File: src/design/usb_tx_pkg.sv
package usb_tx_pkg;

  // ==============================
  // Data path widths
  // ==============================
  localparam int byte_w = 8;
  localparam int bit_idx_w = 3;

  // SYNC is KJKJKJKK on the line, sent LSB first
  localparam logic [byte_w-1:0] sync_byte = 8'h80;

  // ==============================
  // Line coding
  // ==============================
  localparam int stuff_limit = 6;
  localparam int stuff_cnt_w = 3;
  localparam int eop_se0_bits = 2;

  // Clocks per full-speed bit
  localparam int bit_period = 4;

  // Packet sequencer states
  typedef enum logic [2:0] {
    tx_idle,
    tx_sync,
    tx_data,
    tx_eop,
    tx_done
  } tx_state_t;

endpackage

File: src/design/tx_byte_if.sv
`timescale 1ns/1ns

interface tx_byte_if;

  // Four-phase byte transfer where last marks the packet end item
  logic                          req;
  logic                          ack;
  logic [usb_tx_pkg::byte_w-1:0] data;
  logic                          last;

  modport source (
    output req,
    output data,
    output last,
    input  ack
  );

  modport sink (
    input  req,
    input  data,
    input  last,
    output ack
  );

endinterface

File: src/design/tx_bit_if.sv
`timescale 1ns/1ns

interface tx_bit_if;

  logic ser_bit;
  logic active;
  logic eop;
  // Stuffed zero on the line this bit
  logic hold;
  logic eop_done;

  modport src (
    output ser_bit,
    output active,
    output eop,
    input  hold,
    input  eop_done
  );

  modport enc (
    input  ser_bit,
    input  active,
    input  eop,
    output hold,
    output eop_done
  );

endinterface

File: src/design/bit_strobe_gen.sv
`timescale 1ns/1ns

module bit_strobe_gen (
  input  logic i_rx_phy_clk,
  input  logic i_tx_phy_rst,
  output logic o_bit_stb
);

  localparam int cnt_w = $clog2(usb_tx_pkg::bit_period);
  localparam logic [cnt_w-1:0] cnt_max = cnt_w'(usb_tx_pkg::bit_period - 1);

  logic [cnt_w-1:0] phase_cnt;

  // Free running with no lock to any received edge
  always_ff @(posedge i_rx_phy_clk or negedge i_tx_phy_rst)
  begin
    if (!i_tx_phy_rst)
    begin
      phase_cnt <= '0;
      o_bit_stb <= 1'b0;
    end
    else
    begin
      phase_cnt <= (phase_cnt == cnt_max) ? '0 : phase_cnt + 1'b1;
      o_bit_stb <= (phase_cnt == cnt_max);
    end
  end

endmodule

File: src/design/tx_packet_sequencer.sv
`timescale 1ns/1ns

module tx_packet_sequencer (
  input  logic                          i_rx_phy_clk,
  input  logic                          i_tx_phy_rst,
  input  logic                          i_tx_valid,
  input  logic [usb_tx_pkg::byte_w-1:0] i_tx_data,
  output logic                          o_tx_ready,
  tx_byte_if.source                     byte_port
);

  usb_tx_pkg::tx_state_t state;

  // Host byte passes straight through and is held until o_tx_ready
  assign byte_port.data = (state == usb_tx_pkg::tx_sync) ? usb_tx_pkg::sync_byte : i_tx_data;
  assign byte_port.last = (state == usb_tx_pkg::tx_eop);

  always_ff @(posedge i_rx_phy_clk or negedge i_tx_phy_rst)
  begin
    if (!i_tx_phy_rst)
    begin
      state         <= usb_tx_pkg::tx_idle;
      byte_port.req <= 1'b0;
      o_tx_ready    <= 1'b0;
    end
    else
    begin
      o_tx_ready <= 1'b0;
      if (byte_port.req)
      begin
        // Phase 3 of the handshake
        if (byte_port.ack)
        begin
          byte_port.req <= 1'b0;
          o_tx_ready    <= (state == usb_tx_pkg::tx_data);
          if (state == usb_tx_pkg::tx_sync)
            state <= usb_tx_pkg::tx_data;
          else if (state == usb_tx_pkg::tx_eop)
            state <= usb_tx_pkg::tx_done;
        end
      end
      else if (!byte_port.ack)
      begin
        case (state)
          usb_tx_pkg::tx_idle:
            if (i_tx_valid)
              state <= usb_tx_pkg::tx_sync;
          usb_tx_pkg::tx_sync:
            byte_port.req <= 1'b1;
          usb_tx_pkg::tx_data:
            if (i_tx_valid)
              byte_port.req <= 1'b1;
            else
              state <= usb_tx_pkg::tx_eop;
          usb_tx_pkg::tx_eop:
            byte_port.req <= 1'b1;
          usb_tx_pkg::tx_done:
            state <= usb_tx_pkg::tx_idle;
          default:
            state <= usb_tx_pkg::tx_idle;
        endcase
      end
    end
  end

endmodule

File: src/design/tx_byte_serializer.sv
`timescale 1ns/1ns

module tx_byte_serializer (
  input  logic     i_rx_phy_clk,
  input  logic     i_tx_phy_rst,
  input  logic     i_bit_stb,
  tx_byte_if.sink  byte_port,
  tx_bit_if.src    bit_port
);

  localparam logic [usb_tx_pkg::bit_idx_w-1:0] last_idx = '1;

  logic [usb_tx_pkg::byte_w-1:0]    hold_data;
  logic [usb_tx_pkg::byte_w-1:0]    shift_data;
  logic [usb_tx_pkg::bit_idx_w-1:0] bit_cnt;
  logic hold_full;
  logic eop_fin;
  logic take_byte;
  logic take_last;
  logic advance;
  logic byte_end;
  logic load_shift;

  assign take_byte = byte_port.req & ~byte_port.last & ~byte_port.ack & ~hold_full;
  // End item is acked only once the EOP is on the line
  assign take_last = byte_port.req & byte_port.last & ~byte_port.ack & eop_fin;

  assign advance    = i_bit_stb & bit_port.active & ~bit_port.hold;
  assign byte_end   = advance & (bit_cnt == last_idx);
  assign load_shift = hold_full & (byte_end |
                      (i_bit_stb & ~bit_port.active & ~bit_port.eop & ~eop_fin));

  assign bit_port.ser_bit = shift_data[0];

  always_ff @(posedge i_rx_phy_clk)
  begin
    if (take_byte)
      hold_data <= byte_port.data;
    if (load_shift)
      shift_data <= hold_data;
    else if (advance)
      shift_data <= shift_data >> 1;
  end

  always_ff @(posedge i_rx_phy_clk or negedge i_tx_phy_rst)
  begin
    if (!i_tx_phy_rst)
    begin
      hold_full       <= 1'b0;
      eop_fin         <= 1'b0;
      bit_cnt         <= '0;
      bit_port.active <= 1'b0;
      bit_port.eop    <= 1'b0;
      byte_port.ack   <= 1'b0;
    end
    else
    begin
      if (take_byte)
        hold_full <= 1'b1;
      else if (load_shift)
        hold_full <= 1'b0;

      if (take_byte | take_last)
        byte_port.ack <= 1'b1;
      else if (!byte_port.req)
        byte_port.ack <= 1'b0;

      // ==============================
      // Bit walk and byte boundary
      // ==============================
      if (load_shift)
      begin
        bit_port.active <= 1'b1;
        bit_cnt         <= '0;
      end
      else if (byte_end)
      begin
        bit_port.active <= 1'b0;
        bit_port.eop    <= 1'b1;
      end
      else if (advance)
        bit_cnt <= bit_cnt + 1'b1;

      if (bit_port.eop_done)
      begin
        bit_port.eop <= 1'b0;
        eop_fin      <= 1'b1;
      end
      else if (take_last)
        eop_fin <= 1'b0;
    end
  end

endmodule

File: src/design/tx_line_encoder.sv
`timescale 1ns/1ns

module tx_line_encoder (
  input  logic   i_rx_phy_clk,
  input  logic   i_tx_phy_rst,
  input  logic   i_bit_stb,
  input  logic   i_phy_mode,
  tx_bit_if.enc  bit_port,
  output logic   o_txdp,
  output logic   o_txdn,
  output logic   o_txoe
);

  localparam int eop_cnt_w = $clog2(usb_tx_pkg::eop_se0_bits + 2);
  localparam logic [eop_cnt_w-1:0] j_slot = eop_cnt_w'(usb_tx_pkg::eop_se0_bits);
  localparam logic [usb_tx_pkg::stuff_cnt_w-1:0] ones_max =
    usb_tx_pkg::stuff_cnt_w'(usb_tx_pkg::stuff_limit);

  logic [usb_tx_pkg::stuff_cnt_w-1:0] ones_cnt;
  logic [usb_tx_pkg::stuff_cnt_w-1:0] nxt_ones;
  logic [eop_cnt_w-1:0] eop_cnt;
  logic [eop_cnt_w-1:0] nxt_eop_cnt;
  logic nrzi;
  logic nxt_nrzi;
  logic nxt_se0;
  logic nxt_oe;
  logic nxt_done;

  assign bit_port.hold = (ones_cnt == ones_max);

  // ==============================
  // Next line state
  // ==============================
  always_comb
  begin
    nxt_nrzi    = nrzi;
    nxt_se0     = 1'b0;
    nxt_oe      = 1'b0;
    nxt_ones    = '0;
    nxt_eop_cnt = '0;
    nxt_done    = 1'b0;
    if (bit_port.hold)
      nxt_nrzi = ~nrzi;
    else if (bit_port.active)
    begin
      // Zero toggles the line, one keeps it
      if (bit_port.ser_bit)
        nxt_ones = ones_cnt + 1'b1;
      else
        nxt_nrzi = ~nrzi;
    end
    else if (bit_port.eop)
    begin
      nxt_eop_cnt = eop_cnt + 1'b1;
      if (eop_cnt < j_slot)
        nxt_se0 = 1'b1;
      else if (eop_cnt == j_slot)
        nxt_nrzi = 1'b1;
      else
      begin
        nxt_oe      = 1'b1;
        nxt_eop_cnt = '0;
        nxt_done    = 1'b1;
      end
    end
    else
    begin
      nxt_nrzi = 1'b1;
      nxt_oe   = 1'b1;
    end
  end

  always_ff @(posedge i_rx_phy_clk or negedge i_tx_phy_rst)
  begin
    if (!i_tx_phy_rst)
    begin
      nrzi              <= 1'b1;
      ones_cnt          <= '0;
      eop_cnt           <= '0;
      bit_port.eop_done <= 1'b0;
      o_txoe            <= 1'b1;
      o_txdp            <= 1'b1;
      o_txdn            <= 1'b0;
    end
    else
    begin
      bit_port.eop_done <= i_bit_stb & nxt_done;
      if (i_bit_stb)
      begin
        nrzi     <= nxt_nrzi;
        ones_cnt <= nxt_ones;
        eop_cnt  <= nxt_eop_cnt;
        o_txoe   <= nxt_oe;
        // Differential pins, or data plus SE0 flag
        o_txdp   <= i_phy_mode ? (nxt_nrzi & ~nxt_se0) : nxt_nrzi;
        o_txdn   <= i_phy_mode ? (~nxt_nrzi & ~nxt_se0) : nxt_se0;
      end
    end
  end

endmodule

File: src/design/usb_tx_phy.sv
`timescale 1ns/1ns

module usb_tx_phy (
  input  logic                          i_rx_phy_clk,
  input  logic                          i_tx_phy_rst,
  input  logic                          i_phy_mode,
  input  logic                          i_tx_valid,
  input  logic [usb_tx_pkg::byte_w-1:0] i_tx_data,
  output logic                          o_tx_ready,
  output logic                          o_txdp,
  output logic                          o_txdn,
  output logic                          o_txoe
);

  logic bit_stb;

  tx_byte_if byte_bus ();
  tx_bit_if  bit_bus ();

  bit_strobe_gen u_bit_strobe_gen (
    .i_rx_phy_clk (i_rx_phy_clk),
    .i_tx_phy_rst (i_tx_phy_rst),
    .o_bit_stb    (bit_stb)
  );

  tx_packet_sequencer u_tx_packet_sequencer (
    .i_rx_phy_clk (i_rx_phy_clk),
    .i_tx_phy_rst (i_tx_phy_rst),
    .i_tx_valid   (i_tx_valid),
    .i_tx_data    (i_tx_data),
    .o_tx_ready   (o_tx_ready),
    .byte_port    (byte_bus.source)
  );

  tx_byte_serializer u_tx_byte_serializer (
    .i_rx_phy_clk (i_rx_phy_clk),
    .i_tx_phy_rst (i_tx_phy_rst),
    .i_bit_stb    (bit_stb),
    .byte_port    (byte_bus.sink),
    .bit_port     (bit_bus.src)
  );

  tx_line_encoder u_tx_line_encoder (
    .i_rx_phy_clk (i_rx_phy_clk),
    .i_tx_phy_rst (i_tx_phy_rst),
    .i_bit_stb    (bit_stb),
    .i_phy_mode   (i_phy_mode),
    .bit_port     (bit_bus.enc),
    .o_txdp       (o_txdp),
    .o_txdn       (o_txdn),
    .o_txoe       (o_txoe)
  );

endmodule

File: config.mk
export PLATFORM = sky130hd
export DESIGN_NAME = usb_tx_phy
export DESIGN_NICKNAME = d
export VERILOG_FILES = /design/src/design/usb_tx_pkg.sv /design/src/design/tx_byte_if.sv /design/src/design/tx_bit_if.sv /design/src/design/bit_strobe_gen.sv /design/src/design/tx_packet_sequencer.sv /design/src/design/tx_byte_serializer.sv /design/src/design/tx_line_encoder.sv /design/src/design/usb_tx_phy.sv
export SDC_FILE = /design/constraint.sdc
export NUM_CORES = 1
export LEC_CHECK = 0
export BUFFER_PORTS_ARGS = -buffer_cell sky130_fd_sc_hd__buf_2
export CAP_MARGIN = 30
export CORE_MARGIN = 2
export CORE_UTILIZATION = 55
export DETAILED_ROUTE_END_ITERATION = 16
export PLACE_DENSITY = 0.74
export RECOVER_POWER = 100
export SYNTH_ARGS = -nofsm -noshare
export SYNTH_HDL_FRONTEND = slang
export SYNTH_HIERARCHICAL = 1
export SYNTH_SLANG_ARGS = --single-unit
File: constraint.sdc
create_clock -name i_rx_phy_clk -period 2.84 [get_ports i_rx_phy_clk]
set_clock_uncertainty 0.15 [all_clocks]
set_input_delay 0.142 -clock i_rx_phy_clk [delete_from_list [all_inputs] [get_ports i_rx_phy_clk]]
set_output_delay 0.142 -clock i_rx_phy_clk [all_outputs]
set_load 0.05 [all_outputs]
==> flow_metrics.py <==
metrics = {
    "clock_tree": {
        "numCtsBuffers": 5,
        "clk_latency_ns": 0.29,
        "cts_tree": "done",
        "cts_sinks": 42,
        "htree_levels": 2,
        "cts_resized": 0,
        "path_clk_slew_ns": 0.08,
        "cts_setup_buffers": 0,
        "clk_path_buf_depth": 2,
        "cts-root-buf": "clkbuf_8",
    },
    "final_layout": {
        "area_growth_pct": 10.6,
        "nNetsFinal": 218,
        "num_antenna_cells": 0,
        "final_layout_size_suffix_gt1_frac": 0.146,
    },
    "sta": {
        "tightest_slew_ns": 1.36,
        "hold_violations": 0,
        "setup_tns_ns": 0,
        "max_freq_ghz": 0.423,
        "slew_headroom": 0.0905,
        "setup_ws_ns": 0.476,
        "grt_setup_unrepaired": "false",
        "fin_crit_sh": 0.832,
        "setup_violations": 0,
        "fin_crit_ns": 2.36,
        "drv_slew": 0,
    },
    "yosys": {
        "yosys-top-cells-count": "dfrtp_1 (23), edfxtp_1 (16), nand2_1 (12)",
        "ys_seq_area_frac": 0.553,
        "ys_warn_count": 6,
        "netlist_area_um2": 2050,
        "synth_cells": 174,
        "ys_ff_latch": 42,
        "synth_edf_count": 16,
        "yosysTopAreaCell": "dfrtp_1",
        "synth_area_leaders": "dfrtp_1 (28%), edfxtp_1 (23%), mux2_4 (5.1%)",
        "async_reset_ff_frac": 0.619,
        "synth_most_common_cell": "dfrtp_1",
        "syn_area_per_cell_um2": 11.8,
        "synth_top_cell_area_share": 0.280,
        "synthFlopType": "dfrtp_1",
        "syn_nets": 194,
        "synth.distinct_cells": 48,
    },
    "place": {
        "place_congestion": 0.774,
        "portBuffers": 15,
        "dpl.hpwl_um": 2570,
        "dpl_worst_slack_ns": 0.573,
    },
    "worst_setup_path": {
        "crit_arrival_ns": 2.25,
        "required_ns": 2.72,
        "cp-start-kind": "flip-flop",
        "critical_path_class": "flip-flop to flip-flop",
        "cp_max_fo": 10,
        "r2r_start": "u_tx_line_encoder/ones_cnt[0]$_DFFE_PN0P_",
        "critPathLaunch": "u_tx_line_encoder/ones_cnt[0]$_DFFE_PN0P_",
        "r2r_setup_slack_ns": 0.48,
        "crit_path_end_kind": "flip-flop",
    },
    "grt": {
        "grt_max_degree": 27,
        "grt_usage": 0.194,
        "grt_pass1_wl_um": 6160,
        "first_global_vias": 1347,
        "grt_overflow": 0,
        "antenna_found_initial": 0,
    },
    "floorplanning": {
        "core_um2": 3630,
        "initial_core_util": 0.565,
        "row_count": 22,
        "die_y_um": 65.1,
        "die_area_um2": 4240,
        "io_pins": 16,
        "chipWidth_um": 65.1,
    },
    "worst_hold_path": {
        "hp-class": "input port to flip-flop",
        "hold_start": "i_tx_data[2]",
    },
    "drt": {
        "via_per_inst": 5.55,
        "drt_wl_total_um": 3630,
        "first_iter_violations": 63,
        "drtAntennaViolNets": 0,
        "avgRoutedWirePerCell_um": 14.7,
        "firstDrtPassIters": 4,
        "remaining_drc_errors": 0,
        "dr_total_vias": 1370,
    },
    "pwr": {
        "pwr_density_cell_nw_per_um2": 898,
        "peakVddDrop_uv": 458,
        "p_total_uw": 2040,
        "p_leak_uw": 0.000981,
    },
    "job": {
        "cap_violations": 0,
    },
    "run_status": {
        "status": "finished clean",
    },
}
## logic make-up (layout without fill, tap and decap cells)
logic type               count (synthesis)  in the layout  synth area share
AND/OR/NAND/NOR                         59             59             0.170
flip-flops                              42             42             0.553
XOR/XNOR                                 1              1           0.00427
AO/OA/AOI/OAI                           39             39             0.123
buffers and inverters                   17             42            0.0445
multiplexers                             8              8            0.0567
adder cells (fa/ha/maj)                  8              8            0.0488
## per-layer routing
metal  part of all wire  wire length [um]  up-vias  GRT usage
li1                   -                 -      670          -
met1               0.44              1580      653      0.250
met2               0.50              1830       40      0.320
met3              0.044               159        7     0.0434
met4              0.015                53        0     0.0755
met5                  0                 0        -          0
## cell type report
type                    instances  area (um2)
flip-flops and latches         42        1130
repair buffers                 24         144
clock buffers                   6        76.3
well taps                      48        60.1
inverters                      10        37.5
clock inverters                 2        36.3
fillers                       308        1360
multi-input cells             115         781
## sequential cells by signal, indices dropped and copies added, names as in the netlist, 2 cells and up
name	flops
u_bit_strobe_gen/phase_cnt	2
u_tx_byte_serializer/bit_cnt	3
u_tx_byte_serializer/hold_data	8
u_tx_byte_serializer/shift_data	8
u_tx_line_encoder/eop_cnt	2
u_tx_line_encoder/ones_cnt	3
u_tx_packet_sequencer/state	3
## cells in the final DEF (no fill, tap or decap), types with 6 or more instances in the layout
cell type,instances
buf_2,10
nor2_1,9
clkbuf_1,7
dlygate4sd3_1,6
a21oi_1,9
nor2b_1,7
edfxtp_1,16
dfrtp_1,23
nor3_1,6
inv_1,10
o21ai_0,11
nand2_1,12
ha_1,8
mux2_1,7
## worst max-delay path: stages (launching register included)
cell     delay (ns)
dfrtp_1        0.40
inv_1          0.08
ha_1           0.19
and2_0         0.31
and3b_1        0.24
o211a_1        0.35
mux2_1         0.39
## per-stage QoR
stage          cell area (um2)  std cells  utilization  hold WS (ns)
5_1_grt                   2270        247        0.625        0.0109
3_5_place_dp              2160        233        0.593        0.0286
6_report                  2270        247        0.625       0.00513
2_1_floorplan             2050        174            -        -0.304
3_3_place_gp              2160        233        0.593        0.0103
4_1_cts                   2330        247        0.641       0.00333
## path summary, 6_finish.rpt
| kind | endpoint | cells past startpoint |
|---|---|---|
| worst max-delay path | u_tx_byte_serializer/shift_data[6]$_DFFE_PP_ | 6 |
| worst min-delay path | u_tx_byte_serializer/hold_data[2]$_DFFE_PP_ | 2 |
| worst max register to register | u_tx_byte_serializer/shift_data[6]$_DFFE_PP_ | 6 |
| worst min register to register | u_bit_strobe_gen/phase_cnt[0]$_DFF_PN0_ | 1 |
| max in group asynchronous | u_tx_packet_sequencer/state[2]$_DFFE_PN0P_ | 2 |
| min in group asynchronous | u_tx_line_encoder/ones_cnt[2]$_DFFE_PN0P_ | 2 |
## what timing repair did
item                                    in CTS  in global routing
hold buffers                                 6                  0
hold endpoints to repair                    28                  0
endpoints found under the setup margin       0                  0
## power by group
group | internal, uW | switching (uW)
combinational | 232 | 335
clock | 272 | 197
sequential | 840 | 161
(Power assumes the default switching activity.)
